File: src/hw/ads_params.svh
`ifndef ADS_PARAMS_SVH
`define ADS_PARAMS_SVH

// spi clock, system clocks per half sclk period
`define ADS_CLKS_PER_HALF_BIT 2

// power-up waits, short values for simulation
`define ADS_POR_CYCLES 200 // reset pin high before the pulse
`define ADS_RESET_CYCLES 40 // pulse width, also the wait after it

// chip select and drdy timing
`define ADS_CS_HOLD_CYCLES 16 // last byte to csn high
`define ADS_DRDY_GAP_CYCLES 8 // drdy fall to first sclk

// continuous read
`define ADS_SETTLE_DRDY 3 // unsettled drdy pulses to skip
`define ADS_FRAME_BYTES 9 // status + ch1 + ch2, 3 bytes each

`define ADS_WAIT_W 16 // wait counter width

`endif

File: src/hw/ads_frame_pkg.sv
`default_nettype none

package ads_frame_pkg;

	typedef logic [7:0] byte_t;

	// one rdatac frame as it comes off DOUT, status first
	typedef struct packed {
		logic [23:0] status; // 1100 + loff bits + gpio
		logic [23:0] ch1;    // two's complement
		logic [23:0] ch2;
	} ads_frame_t;

endpackage

`default_nettype wire

File: src/hw/ads_cmd_pkg.sv
`default_nettype none

package ads_cmd_pkg;

	// host control code on i_ctrl, a level
	typedef enum logic [2:0] {
		CTRL_IDLE   = 3'b000,
		CTRL_WREG   = 3'b010,
		CTRL_RREG   = 3'b011,
		CTRL_RDATAC = 3'b100,
		CTRL_SDATAC = 3'b101
	} ctrl_e;

	// first opcode byte is {op, addr[4:0]}
	localparam logic [2:0] OP_RREG = 3'b001;
	localparam logic [2:0] OP_WREG = 3'b010;

	// single byte commands
	localparam logic [7:0] CM_RDATAC = 8'h10;
	localparam logic [7:0] CM_SDATAC = 8'h11;

	typedef enum logic [3:0] {
		ST_POR,       // resetn high, power-on wait
		ST_RST_PULSE, // resetn low
		ST_RST_WAIT,  // wait after the pulse
		ST_STANDBY,   // ready for a code
		ST_SHIFT,     // send the byte list of r_op
		ST_CS_HOLD,   // hold csn low after the last byte
		ST_RELEASE,   // wait for i_ctrl back to idle
		ST_RD_WAIT,   // continuous read, wait for drdy fall
		ST_RD_GAP,    // drdy fall to first sclk
		ST_RD_FRAME,  // dummy bytes until the frame is in
		ST_SD_WAIT    // stop requested, wait for drdy high
	} seq_state_e;

endpackage

`default_nettype wire

File: src/hw/spi_byte_if.sv
`timescale 1ns/1ps
`default_nettype none

// byte transfers between the sequencer and the spi shifter
interface spi_byte_if;

	ads_frame_pkg::byte_t tx_byte; // held by ctl while tx_valid
	logic tx_valid; // one cycle, only while tx_ready
	logic tx_ready; // shifter idle
	ads_frame_pkg::byte_t rx_byte; // last byte in from MISO
	logic rx_valid; // one cycle per transfer

	modport ctl (
		output tx_byte, tx_valid,
		input  tx_ready, rx_byte, rx_valid
	);

	modport phy (
		input  tx_byte, tx_valid,
		output tx_ready, rx_byte, rx_valid
	);

	modport mon (
		input rx_byte, rx_valid
	);

endinterface

`default_nettype wire

File: src/hw/spi_master.sv
`timescale 1ns/1ps
`default_nettype none
`include "ads_params.svh"

// spi mode 1 byte shifter
// cpol 0, mosi changes on rising sclk, miso sampled on falling sclk
module spi_master (
	input  logic i_CLK,
	input  logic i_RSTN,
	spi_byte_if.phy bus,
	output logic o_sclk,
	output logic o_mosi,
	input  logic i_miso
);

	localparam int HALF_W = $clog2(`ADS_CLKS_PER_HALF_BIT + 1);
	localparam logic [HALF_W-1:0] HALF_LAST = HALF_W'(`ADS_CLKS_PER_HALF_BIT - 1);

	// 16 sclk edges then half a bit of trailing time, counted down
	localparam logic [4:0] EDGES_TOTAL = 5'd17;

	logic [HALF_W-1:0] r_half_cnt;
	logic [4:0] r_edge_cnt; // 0 means idle
	logic [7:0] r_tx_shift;
	logic [7:0] r_rx_shift;
	logic r_sclk;
	logic w_start;
	logic w_tick; // end of a half bit
	logic w_edge; // a real sclk edge on this tick

	assign w_start = bus.tx_valid && bus.tx_ready;
	assign w_tick = (r_half_cnt == HALF_LAST);
	assign w_edge = w_tick && (r_edge_cnt > 5'd1);

	assign bus.tx_ready = (r_edge_cnt == 5'd0);
	assign bus.rx_byte = r_rx_shift;
	assign o_sclk = r_sclk;

	// ==================================================
	// clock divider and edge sequencing
	// ==================================================
	always_ff @(posedge i_CLK or negedge i_RSTN) begin
		if (!i_RSTN) begin
			r_half_cnt <= '0;
			r_edge_cnt <= '0;
			r_sclk <= 1'b0; // idles low
			o_mosi <= 1'b0;
			bus.rx_valid <= 1'b0;
		end else begin
			bus.rx_valid <= 1'b0;
			if (w_start) begin
				r_edge_cnt <= EDGES_TOTAL;
				r_half_cnt <= '0;
			end else if (r_edge_cnt != 5'd0) begin
				r_half_cnt <= w_tick ? '0 : r_half_cnt + 1'b1;
				if (w_tick)
					r_edge_cnt <= r_edge_cnt - 1'b1;
				if (w_edge) begin
					r_sclk <= ~r_sclk;
					if (r_edge_cnt[0]) // odd count, rising edge
						o_mosi <= r_tx_shift[7];
				end
				if (w_tick && r_edge_cnt == 5'd2) // last falling edge
					bus.rx_valid <= 1'b1;
			end
		end
	end

	// shift registers, msb first
	always_ff @(posedge i_CLK) begin
		if (w_start) begin
			r_tx_shift <= bus.tx_byte;
		end else if (w_edge) begin
			if (r_edge_cnt[0])
				r_tx_shift <= {r_tx_shift[6:0], 1'b0};
			else
				r_rx_shift <= {r_rx_shift[6:0], i_miso}; // falling edge sample
		end
	end

	// the sequencer must drop tx_valid after one handshake
	a_valid_needs_ready: assert property (@(posedge i_CLK) disable iff (!i_RSTN)
		bus.tx_valid |-> bus.tx_ready)
		else $error("spi_master: tx_valid while busy");

endmodule

`default_nettype wire

File: src/hw/ads_frame_capture.sv
`timescale 1ns/1ps
`default_nettype none
`include "ads_params.svh"

// assembles one rdatac frame from the received byte stream
module ads_frame_capture (
	input  logic i_CLK,
	input  logic i_RSTN,
	spi_byte_if.mon bus,
	input  logic i_capture, // high throughout continuous read
	output ads_frame_pkg::ads_frame_t o_frame,
	output logic o_frame_done
);

	localparam int FRAME_W = 8 * `ADS_FRAME_BYTES;
	localparam logic [3:0] LAST_BYTE = 4'(`ADS_FRAME_BYTES - 1);

	logic [3:0] r_byte_cnt;
	logic [FRAME_W-9:0] r_shift; // bytes before the last one
	logic w_take;
	logic w_last;

	assign w_take = i_capture && bus.rx_valid;
	assign w_last = (r_byte_cnt == LAST_BYTE);

	always_ff @(posedge i_CLK or negedge i_RSTN) begin
		if (!i_RSTN) begin
			r_byte_cnt <= '0;
			o_frame_done <= 1'b0;
		end else begin
			o_frame_done <= 1'b0;
			if (!i_capture) begin
				r_byte_cnt <= '0; // stray bytes outside a read don't count
			end else if (bus.rx_valid) begin
				if (w_last) begin
					r_byte_cnt <= '0;
					o_frame_done <= 1'b1;
				end else begin
					r_byte_cnt <= r_byte_cnt + 1'b1;
				end
			end
		end
	end

	// first byte ends up in the status field
	always_ff @(posedge i_CLK) begin
		if (w_take) begin
			r_shift <= {r_shift[FRAME_W-17:0], bus.rx_byte};
			if (w_last)
				o_frame <= ads_frame_pkg::ads_frame_t'({r_shift, bus.rx_byte});
		end
	end

	a_done_in_capture: assert property (@(posedge i_CLK) disable iff (!i_RSTN)
		o_frame_done |-> $past(i_capture))
		else $error("ads_frame_capture: frame done outside capture");

endmodule

`default_nettype wire

File: src/hw/ads_sequencer.sv
`timescale 1ns/1ps
`default_nettype none
`include "ads_params.svh"

// power-up, register access and continuous read sequencing
module ads_sequencer (
	input  logic i_CLK,
	input  logic i_RSTN,
	input  ads_cmd_pkg::ctrl_e i_ctrl,
	input  ads_frame_pkg::byte_t i_reg_addr,
	input  ads_frame_pkg::byte_t i_reg_wdata,
	spi_byte_if.ctl bus,
	input  logic i_frame_done,
	input  logic i_drdy_n,
	output logic o_capture,
	output ads_frame_pkg::byte_t o_reg_rdata,
	output logic o_busy,
	output logic o_init_done,
	output logic o_spi_csn,
	output logic o_ads_resetn,
	output logic o_ads_start
);

	localparam int WAIT_W = `ADS_WAIT_W;
	localparam logic [WAIT_W-1:0] POR_LAST = WAIT_W'(`ADS_POR_CYCLES - 1);
	localparam logic [WAIT_W-1:0] RST_LAST = WAIT_W'(`ADS_RESET_CYCLES - 1);
	localparam logic [WAIT_W-1:0] HOLD_LAST = WAIT_W'(`ADS_CS_HOLD_CYCLES - 1);
	localparam logic [WAIT_W-1:0] GAP_LAST = WAIT_W'(`ADS_DRDY_GAP_CYCLES - 1);
	localparam logic [7:0] SETTLE_N = 8'(`ADS_SETTLE_DRDY);

	ads_cmd_pkg::seq_state_e r_state;
	ads_cmd_pkg::ctrl_e r_op; // operation whose bytes are sent
	logic [1:0] r_idx; // bytes handed to the shifter
	logic [1:0] w_nbytes;
	logic [WAIT_W-1:0] r_wait;
	logic [WAIT_W-1:0] w_wait_last;
	logic w_waiting;
	logic w_wait_done;
	logic [7:0] r_settle; // drdy falls skipped so far
	logic r_drdy_s; // drdy synchronizer
	logic r_drdy_q;
	logic w_drdy_fall;
	ads_frame_pkg::byte_t r_addr;
	ads_frame_pkg::byte_t r_wdata;

	// byte idx of the command list for op
	function automatic ads_frame_pkg::byte_t seq_byte(
		input ads_cmd_pkg::ctrl_e op,
		input logic [1:0] idx,
		input ads_frame_pkg::byte_t addr,
		input ads_frame_pkg::byte_t wdata
	);
		ads_frame_pkg::byte_t b;
		case (op)
			ads_cmd_pkg::CTRL_WREG:
				if (idx == 2'd0)
					b = {ads_cmd_pkg::OP_WREG, addr[4:0]};
				else if (idx == 2'd1)
					b = 8'h00; // count, one register
				else
					b = wdata;
			ads_cmd_pkg::CTRL_RREG:
				if (idx == 2'd0)
					b = {ads_cmd_pkg::OP_RREG, addr[4:0]};
				else
					b = 8'h00; // count, then dummy
			ads_cmd_pkg::CTRL_RDATAC: b = ads_cmd_pkg::CM_RDATAC;
			default: b = ads_cmd_pkg::CM_SDATAC;
		endcase
		return b;
	endfunction

	assign w_nbytes = (r_op == ads_cmd_pkg::CTRL_WREG || r_op == ads_cmd_pkg::CTRL_RREG) ?
		2'd3 : 2'd1;

	assign o_capture = (r_state == ads_cmd_pkg::ST_RD_WAIT) ||
		(r_state == ads_cmd_pkg::ST_RD_GAP) || (r_state == ads_cmd_pkg::ST_RD_FRAME);

	// dummy bytes while reading frames
	assign bus.tx_byte = o_capture ? 8'h00 : seq_byte(r_op, r_idx, r_addr, r_wdata);

	// ==================================================
	// drdy edge and wait counter
	// ==================================================
	assign w_drdy_fall = r_drdy_q && !r_drdy_s;

	always_ff @(posedge i_CLK or negedge i_RSTN) begin
		if (!i_RSTN) begin
			r_drdy_s <= 1'b1;
			r_drdy_q <= 1'b1;
		end else begin
			r_drdy_s <= i_drdy_n;
			r_drdy_q <= r_drdy_s;
		end
	end

	always_comb begin
		w_wait_last = '0;
		w_waiting = 1'b1;
		case (r_state)
			ads_cmd_pkg::ST_POR: w_wait_last = POR_LAST;
			ads_cmd_pkg::ST_RST_PULSE,
			ads_cmd_pkg::ST_RST_WAIT: w_wait_last = RST_LAST;
			ads_cmd_pkg::ST_CS_HOLD: w_wait_last = HOLD_LAST;
			ads_cmd_pkg::ST_RD_GAP: w_wait_last = GAP_LAST;
			default: w_waiting = 1'b0;
		endcase
	end

	assign w_wait_done = w_waiting && (r_wait == w_wait_last);

	// cleared between waits, so back to back wait states each start at 0
	always_ff @(posedge i_CLK or negedge i_RSTN) begin
		if (!i_RSTN)
			r_wait <= '0;
		else if (w_wait_done || !w_waiting)
			r_wait <= '0;
		else
			r_wait <= r_wait + 1'b1;
	end

	// ==================================================
	// main FSM
	// ==================================================
	always_ff @(posedge i_CLK or negedge i_RSTN) begin
		if (!i_RSTN) begin
			r_state <= ads_cmd_pkg::ST_POR;
			r_op <= ads_cmd_pkg::CTRL_IDLE;
			r_idx <= '0;
			r_settle <= '0;
			bus.tx_valid <= 1'b0;
			o_busy <= 1'b0;
			o_init_done <= 1'b0;
			o_spi_csn <= 1'b1;
			o_ads_resetn <= 1'b1; // held high through power-on wait
			o_ads_start <= 1'b0;
		end else begin
			case (r_state)
				ads_cmd_pkg::ST_POR:
					if (w_wait_done) begin
						o_ads_resetn <= 1'b0;
						r_state <= ads_cmd_pkg::ST_RST_PULSE;
					end
				ads_cmd_pkg::ST_RST_PULSE:
					if (w_wait_done) begin
						o_ads_resetn <= 1'b1;
						r_state <= ads_cmd_pkg::ST_RST_WAIT;
					end
				ads_cmd_pkg::ST_RST_WAIT:
					if (w_wait_done) begin // chip wakes in rdatac, stop it
						r_op <= ads_cmd_pkg::CTRL_SDATAC;
						r_idx <= '0;
						o_spi_csn <= 1'b0;
						r_state <= ads_cmd_pkg::ST_SHIFT;
					end
				ads_cmd_pkg::ST_STANDBY:
					if (i_ctrl inside {ads_cmd_pkg::CTRL_WREG, ads_cmd_pkg::CTRL_RREG,
						ads_cmd_pkg::CTRL_RDATAC, ads_cmd_pkg::CTRL_SDATAC}) begin
						r_op <= i_ctrl;
						r_idx <= '0;
						r_settle <= '0;
						o_busy <= 1'b1;
						o_spi_csn <= 1'b0;
						o_ads_start <= (i_ctrl == ads_cmd_pkg::CTRL_RDATAC); // start by pin
						r_state <= ads_cmd_pkg::ST_SHIFT;
					end
				ads_cmd_pkg::ST_SHIFT:
					if (bus.tx_valid) begin // handshake this cycle
						bus.tx_valid <= 1'b0;
						r_idx <= r_idx + 1'b1;
					end else if (bus.tx_ready) begin
						if (r_idx != w_nbytes) begin
							bus.tx_valid <= 1'b1;
						end else if (r_op == ads_cmd_pkg::CTRL_RDATAC) begin
							r_state <= ads_cmd_pkg::ST_RD_WAIT;
						end else begin
							if (r_op == ads_cmd_pkg::CTRL_SDATAC)
								o_ads_start <= 1'b0; // conversions off
							r_state <= ads_cmd_pkg::ST_CS_HOLD;
						end
					end
				ads_cmd_pkg::ST_CS_HOLD:
					if (w_wait_done) begin
						o_spi_csn <= 1'b1;
						o_busy <= 1'b0;
						o_init_done <= 1'b1; // first pass ends power-up
						r_state <= ads_cmd_pkg::ST_RELEASE;
					end
				ads_cmd_pkg::ST_RELEASE:
					if (i_ctrl == ads_cmd_pkg::CTRL_IDLE)
						r_state <= ads_cmd_pkg::ST_STANDBY;
				ads_cmd_pkg::ST_RD_WAIT:
					if (i_ctrl == ads_cmd_pkg::CTRL_SDATAC) begin
						r_state <= ads_cmd_pkg::ST_SD_WAIT;
					end else if (w_drdy_fall) begin
						if (r_settle == SETTLE_N)
							r_state <= ads_cmd_pkg::ST_RD_GAP;
						else
							r_settle <= r_settle + 1'b1; // unsettled, skip
					end
				ads_cmd_pkg::ST_RD_GAP:
					if (w_wait_done)
						r_state <= ads_cmd_pkg::ST_RD_FRAME;
				ads_cmd_pkg::ST_RD_FRAME:
					if (i_frame_done)
						r_state <= ads_cmd_pkg::ST_RD_WAIT; // capture counted the bytes
					else if (bus.tx_valid)
						bus.tx_valid <= 1'b0;
					else if (bus.tx_ready)
						bus.tx_valid <= 1'b1;
				ads_cmd_pkg::ST_SD_WAIT:
					if (r_drdy_q) begin // keep clear of the drdy pulse
						r_op <= ads_cmd_pkg::CTRL_SDATAC;
						r_idx <= '0;
						r_state <= ads_cmd_pkg::ST_SHIFT;
					end
				default: r_state <= ads_cmd_pkg::ST_POR;
			endcase
		end
	end

	// operands held for the whole transfer, read result from the dummy byte
	always_ff @(posedge i_CLK) begin
		if (r_state == ads_cmd_pkg::ST_STANDBY) begin
			r_addr <= i_reg_addr;
			r_wdata <= i_reg_wdata;
		end
		if (r_state == ads_cmd_pkg::ST_SHIFT && r_op == ads_cmd_pkg::CTRL_RREG &&
			bus.rx_valid && r_idx == 2'd3)
			o_reg_rdata <= bus.rx_byte;
	end

	a_csn_idle: assert property (@(posedge i_CLK) disable iff (!i_RSTN)
		(o_init_done && !o_busy) |-> o_spi_csn)
		else $error("ads_sequencer: csn low while idle");

	// once up, the chip is never reset again
	a_reset_once: assert property (@(posedge i_CLK) disable iff (!i_RSTN)
		o_init_done |=> (o_init_done && o_ads_resetn))
		else $error("ads_sequencer: reset pin low after init");

endmodule

`default_nettype wire

File: src/hw/ads1292_ctrl_top.sv
`timescale 1ns/1ps
`default_nettype none

// ADS1292 controller, host side and chip side pins
module ads1292_ctrl_top (
	input  logic i_CLK,
	input  logic i_RSTN,
	input  logic [2:0] i_ctrl,
	input  logic [7:0] i_reg_addr,
	input  logic [7:0] i_reg_wdata,
	output logic [7:0] o_reg_rdata,
	output logic [71:0] o_frame, // status, ch1, ch2
	output logic o_data_valid, // one cycle per frame, no back-pressure
	output logic o_busy,
	output logic o_init_done,
	output logic o_spi_clk,
	output logic o_spi_mosi,
	input  logic i_spi_miso,
	output logic o_spi_csn,
	input  logic i_drdy_n,
	output logic o_ads_resetn,
	output logic o_ads_start
);

	spi_byte_if u_bus ();

	ads_frame_pkg::ads_frame_t w_frame;
	logic w_frame_done;
	logic w_capture;

	assign o_frame = w_frame;
	assign o_data_valid = w_frame_done;

	spi_master u_spi (
		.i_CLK (i_CLK),
		.i_RSTN (i_RSTN),
		.bus (u_bus.phy),
		.o_sclk (o_spi_clk),
		.o_mosi (o_spi_mosi),
		.i_miso (i_spi_miso)
	);

	ads_frame_capture u_capture (
		.i_CLK (i_CLK),
		.i_RSTN (i_RSTN),
		.bus (u_bus.mon),
		.i_capture (w_capture),
		.o_frame (w_frame),
		.o_frame_done (w_frame_done)
	);

	ads_sequencer u_seq (
		.i_CLK (i_CLK),
		.i_RSTN (i_RSTN),
		.i_ctrl (ads_cmd_pkg::ctrl_e'(i_ctrl)), // unlisted codes are ignored
		.i_reg_addr (i_reg_addr),
		.i_reg_wdata (i_reg_wdata),
		.bus (u_bus.ctl),
		.i_frame_done (w_frame_done),
		.i_drdy_n (i_drdy_n),
		.o_capture (w_capture),
		.o_reg_rdata (o_reg_rdata),
		.o_busy (o_busy),
		.o_init_done (o_init_done),
		.o_spi_csn (o_spi_csn),
		.o_ads_resetn (o_ads_resetn),
		.o_ads_start (o_ads_start)
	);

endmodule

`default_nettype wire

File: config.mk
export PLATFORM = sky130hd
export DESIGN_NAME = ads1292_ctrl_top
export DESIGN_NICKNAME = d
export VERILOG_FILES = /design/src/hw/ads_frame_pkg.sv /design/src/hw/ads_cmd_pkg.sv /design/src/hw/spi_byte_if.sv /design/src/hw/spi_master.sv /design/src/hw/ads_frame_capture.sv /design/src/hw/ads_sequencer.sv /design/src/hw/ads1292_ctrl_top.sv
export VERILOG_INCLUDE_DIRS = /design/src /design/src/hw
export SDC_FILE = /design/constraint.sdc
export NUM_CORES = 1
export LEC_CHECK = 0
export ABC_AREA = 1
export BUFFER_PORTS_ARGS = -buffer_cell sky130_fd_sc_hd__buf_2
export CELL_PAD_IN_SITES_DETAIL_PLACEMENT = 1
export CELL_PAD_IN_SITES_GLOBAL_PLACEMENT = 1
export CORE_ASPECT_RATIO = 0.75
export CORE_MARGIN = 2
export CORE_UTILIZATION = 29
export DETAILED_ROUTE_END_ITERATION = 10
export PLACE_DENSITY = 0.56
export RECOVER_POWER = 100
export SLEW_MARGIN = 5
export SYNTH_ARGS = -nofsm -noshare
export SYNTH_HDL_FRONTEND = slang
export SYNTH_SLANG_ARGS = --single-unit
File: constraint.sdc
create_clock -name i_CLK -period 7.25 [get_ports i_CLK]
set_input_delay 0.3625 -clock i_CLK [delete_from_list [all_inputs] [get_ports i_CLK]]
set_output_delay 0.3625 -clock i_CLK [all_outputs]
set_load 0.01 [all_outputs]
==> flow_summary_export.csv <==
group,metric,value,unit
logic_synthesis,yosysMostFrequentCell,"edfxtp_1",
sta,min_period,4.10,ns
grt,antenna_found_initial,0,
hold_path,hold_class,"in -> reg",
logic_synthesis,synth_cell_types,48,
critical_path,critical_path_required,7.36,ns
clock_network,h-tree-depth,1,
pwr,p_seq_share,53.8,%
sta,timing.final.ws_setup,3.15,ns
sta,slew_violations,139,
logic_synthesis,synth_area_leaders,"edfxtp_1 (60%), dfrtp_1 (15%), nand2_1 (4.7%)",
critical_path,path_cells,"nand2_1 > nor2_1 > nand2_1 > clkinvlp_2 > a21oi_1 > clkinv_1 > or2_0 > nand2_1 > or2_0 > clkinv_1 > clkbuf_2",
critical_path,regToRegSetupSlack,3.15,ns
place,io_buffer_count,107,
clock_network,clock-root-buffer,"clkbuf_16",
floorplan,initial_core_util,29.8,%
critical_path,cp_max_fo,72,
outcome,violations,"max-capacitance violations, max-slew violations",
sta,finalCritPeriodShare,56.5,%
sta,maxSlewHeadroom,-122,%
drt,via_per_inst,4.26,
floorplan,die_w,204,um
pwr,p_sw_share,19.8,%
outcome,status,"finished, violations left",
critical_path,critPathMostFrequentCell,"nand2_1",
clock_network,cts_tree,"yes",
clock_network,clk_latency,0.53,ns
drt,drc,0,
floorplan,core_area,29300,sq um
critical_path,worstPathArrival,4.21,ns
sta,finalClockSkew,0.00933,ns
pwr,intPower,2.09,mW
critical_path,crit_family,"buffers and inverters",
finish,postLayoutCoreUtil,35.6,%
logic_synthesis,synth_fa_ha_area_share,1.43,%
logic_synthesis,synthCells,640,
critical_path,cpMaxStageDelayCell,"clkbuf_2",
pwr,irDropWorstVdd,0.000178,V
critical_path,critical_path.startpoint,"u_seq.r_state[0]",
grt,grt_pass1_wl,28.9,mm
logic_synthesis,synth_top_area_cell,"edfxtp_1",
finish,diodes,0,
drt,drt-pass1-iter-count,4,
critical_path,r2r_cells,11,
logic_synthesis,synth_edf_count,173,
clock_network,post_cts_buffers,0,
logic_synthesis,synth_seq_cells,229,
logic_synthesis,yosys_warnings,0,
logic_synthesis,seq_area_frac_synth,75.6,%
critical_path,r2r-start,"u_seq.r_state[0]",
sta,tightest_slew,3.32,ns
logic_synthesis,synth_commonest_cells,"edfxtp_1 (173), nand2_1 (110), inv_1 (57), nor2_1 (53), dfrtp_1 (52)",
sta,setup_viol,0,
grt,grt_pass1_vias,5258,
critical_path,setup.worst_path.class,"reg -> reg",
pwr,p_comb_share,0.8,%
critical_path,regToRegEndpoint,"u_capture.o_frame[46]",
drt,drt_iter0_drc,197,
logic_synthesis,netlist_area,8730,sq um
grt,gr-usage-all-layers,11.5,%
sta,rsz0062_at_grt,"false",
critical_path,cp-end-kind,"register",
pwr,pwr-share-clk,45.5,%
floorplan,die_h,154,um
clock_network,clkSinkCount,229,
finish,final_nets,821,
pwr,power,2.60,mW
floorplan,dieArea,31500,sq um
critical_path,cp-start-kind,"register",
drt,ant_nets,0,
drt,num_vias,5102,
critical_path,crit_cells,11,
finish,area_growth,19.7,%
sta,hold_violations,0,
finish,drive_above_1_share,9.42,%
logic_synthesis,synth-simple-area-share,14.0,%
logic_synthesis,avgSynthCellArea,13.6,sq um
logic_synthesis,synth.net_count,673,
hold_path,worstHoldStart,"i_ctrl[0]",
drt,avgRoutedWirePerCell,15.0,um
logic_synthesis,async_reset_ff_share,24.5,%
flow_run,drv_cap,3,
sta,max_freq,244,MHz
clock_network,path_clk_slew,0.06,ns
pwr,leakage,3.90,nW
logic_synthesis,synthFlopType,"edfxtp_1",
pwr,switching_power,0.516,mW
grt,grt_remaining_overflow,0,
sta,fin_tns_setup,0,ns
floorplan,ios,111,
logic_synthesis,yosys.area.top_type_share,59.5,%
drt,wl,18.0,mm
logic_synthesis,synth_xor_area_share,1.20,%
pwr,power.density,249,nW/um^2
logic_synthesis,synth_compound_area_share,4.51,%
logic_synthesis,synth_mux_area_share,0,%
critical_path,crit_path_max_incr_delay,1.31,ns
floorplan,rows,54,
clock_network,cts_inserted_buffers,25,
critical_path,crit_buf_inv,4,
place,dp_hpwl,12.0,mm
place,dp_slack,4.41,ns
grt,grt_start_max_net_pins,73,
clock_network,clockBufferDepth,3,
place,gp_congestion,0.730,
logic_synthesis,synth_top_family_by_area,"simple AND/OR/NAND/NOR gates",
critical_path,crit_end,"u_capture.o_frame[46]",
## power by group through the flow
stage | registers (mW) | clock network (mW) | logic [mW]
2_1_floorplan | 1.43 | 0 | 0.00156
3_5_place_dp | 1.43 | 0 | 0.0157
5_1_grt | 1.40 | 1.28 | 0.0236
3_3_place_gp | 1.43 | 0 | 0.0154
4_1_cts | 1.40 | 1.23 | 0.0218
6_report | 1.40 | 1.18 | 0.0205
## flip-flops by register name, indices dropped and copies added (netlist names), 5 cells and up
register and cells:
u_spi.r_edge_cnt 5, u_seq.r_wdata 8, u_seq.o_reg_rdata 8, u_spi.r_tx_shift 8, u_capture.r_shift 64, u_seq.r_wait 16
u_seq.r_settle 8, u_capture.o_frame 72, u_spi.bus.rx_byte 8, u_seq.r_addr 5
## kinds of logic (layout without fill, tap and decap cells)
kind of cell             Yosys count  after routing
AO/OA/AOI/OAI                     65             65
XOR/XNOR                          12             12
adder cells (fa/ha/maj)           10             10
buffers and inverters             68            235
flip-flops                       229            229
AND/OR/NAND/NOR                  256            256
## metal layers
layer | global-route usage (%) | vias up | routed length, um
li1 | - | 2524 | -
met1 | 17.6 | 2435 | 9330
met2 | 16.2 | 118 | 7130
met3 | 2.87 | 25 | 1190
met4 | 2.93 | 0 | 355
met5 | 0 | - | 0
## through the flow
| stage | hold WS, ns | instances | cell area, sq um |
|---|---|---|---|
| 2_1_floorplan | 0.0669 | 640 | 8730 |
| 3_3_place_gp | 0.375 | 1138 | 9750 |
| 3_5_place_dp | 0.382 | 1138 | 9750 |
| 4_1_cts | 0.0198 | 1199 | 10700 |
| 5_1_grt | 0.153 | 1199 | 10400 |
| 6_report | 0.143 | 1199 | 10400 |
## worst min path at each step
stage / end / slack (ns) / depth (start not counted)
2_1_floorplan: u_capture.o_frame_done / 0.07 / 0
3_3_place_gp: u_seq.r_drdy_q / 0.38 / 0
3_5_place_dp: u_seq.r_drdy_q / 0.38 / 0
4_1_cts: u_seq.r_wait[7] / 0.02 / 2
5_1_grt: u_seq.r_op[0] / 0.15 / 3
6_report: u_seq.r_op[0] / 0.14 / 3
## layout by cell type, fill, tap and decap left out, drive strengths merged, types with 7 or more instances in the layout
cell / netlist / layout
edfxtp: 173 / 173
nand2: 121 / 121
clkbuf: 0 / 121
nor2: 64 / 64
inv: 64 / 62
dfrtp: 52 / 52
nand3: 37 / 37
o21ai: 31 / 31
buf: 4 / 22
nor3: 18 / 18
dlygate4sd3: 0 / 15
a21oi: 13 / 13
clkinv: 0 / 13
ha: 10 / 10
xor2: 8 / 8
nand4: 7 / 7
## cell type report
class / instances / area [sq um]
fill: 3160 / 18900
timing repair buffer: 125 / 594
multi-input combinational: 343 / 1760
clock buffer: 33 / 656
inverter: 64 / 241
clock inverter: 13 / 106
tap: 392 / 490
sequential: 229 / 6600
## worst reg2reg max path, cell delays in order (launching register included)
cell and delay, ns:
dfrtp_1 0.47, nand2_1 0.13, nor2_1 0.23, nand2_1 0.30, clkinvlp_2 0.23, a21oi_1 0.07
clkinv_1 0.08, or2_0 0.31, nand2_1 0.16, or2_0 0.25, clkinv_1 0.05, clkbuf_2 1.31
## repair_timing
item,4_1_cts,5_1_grt
setup endpoints to repair,0,0
resized for setup,0,0
hold buffers,15,0
hold endpoints to repair,15,0
Note: power is estimated with default switching activity, not from simulation.
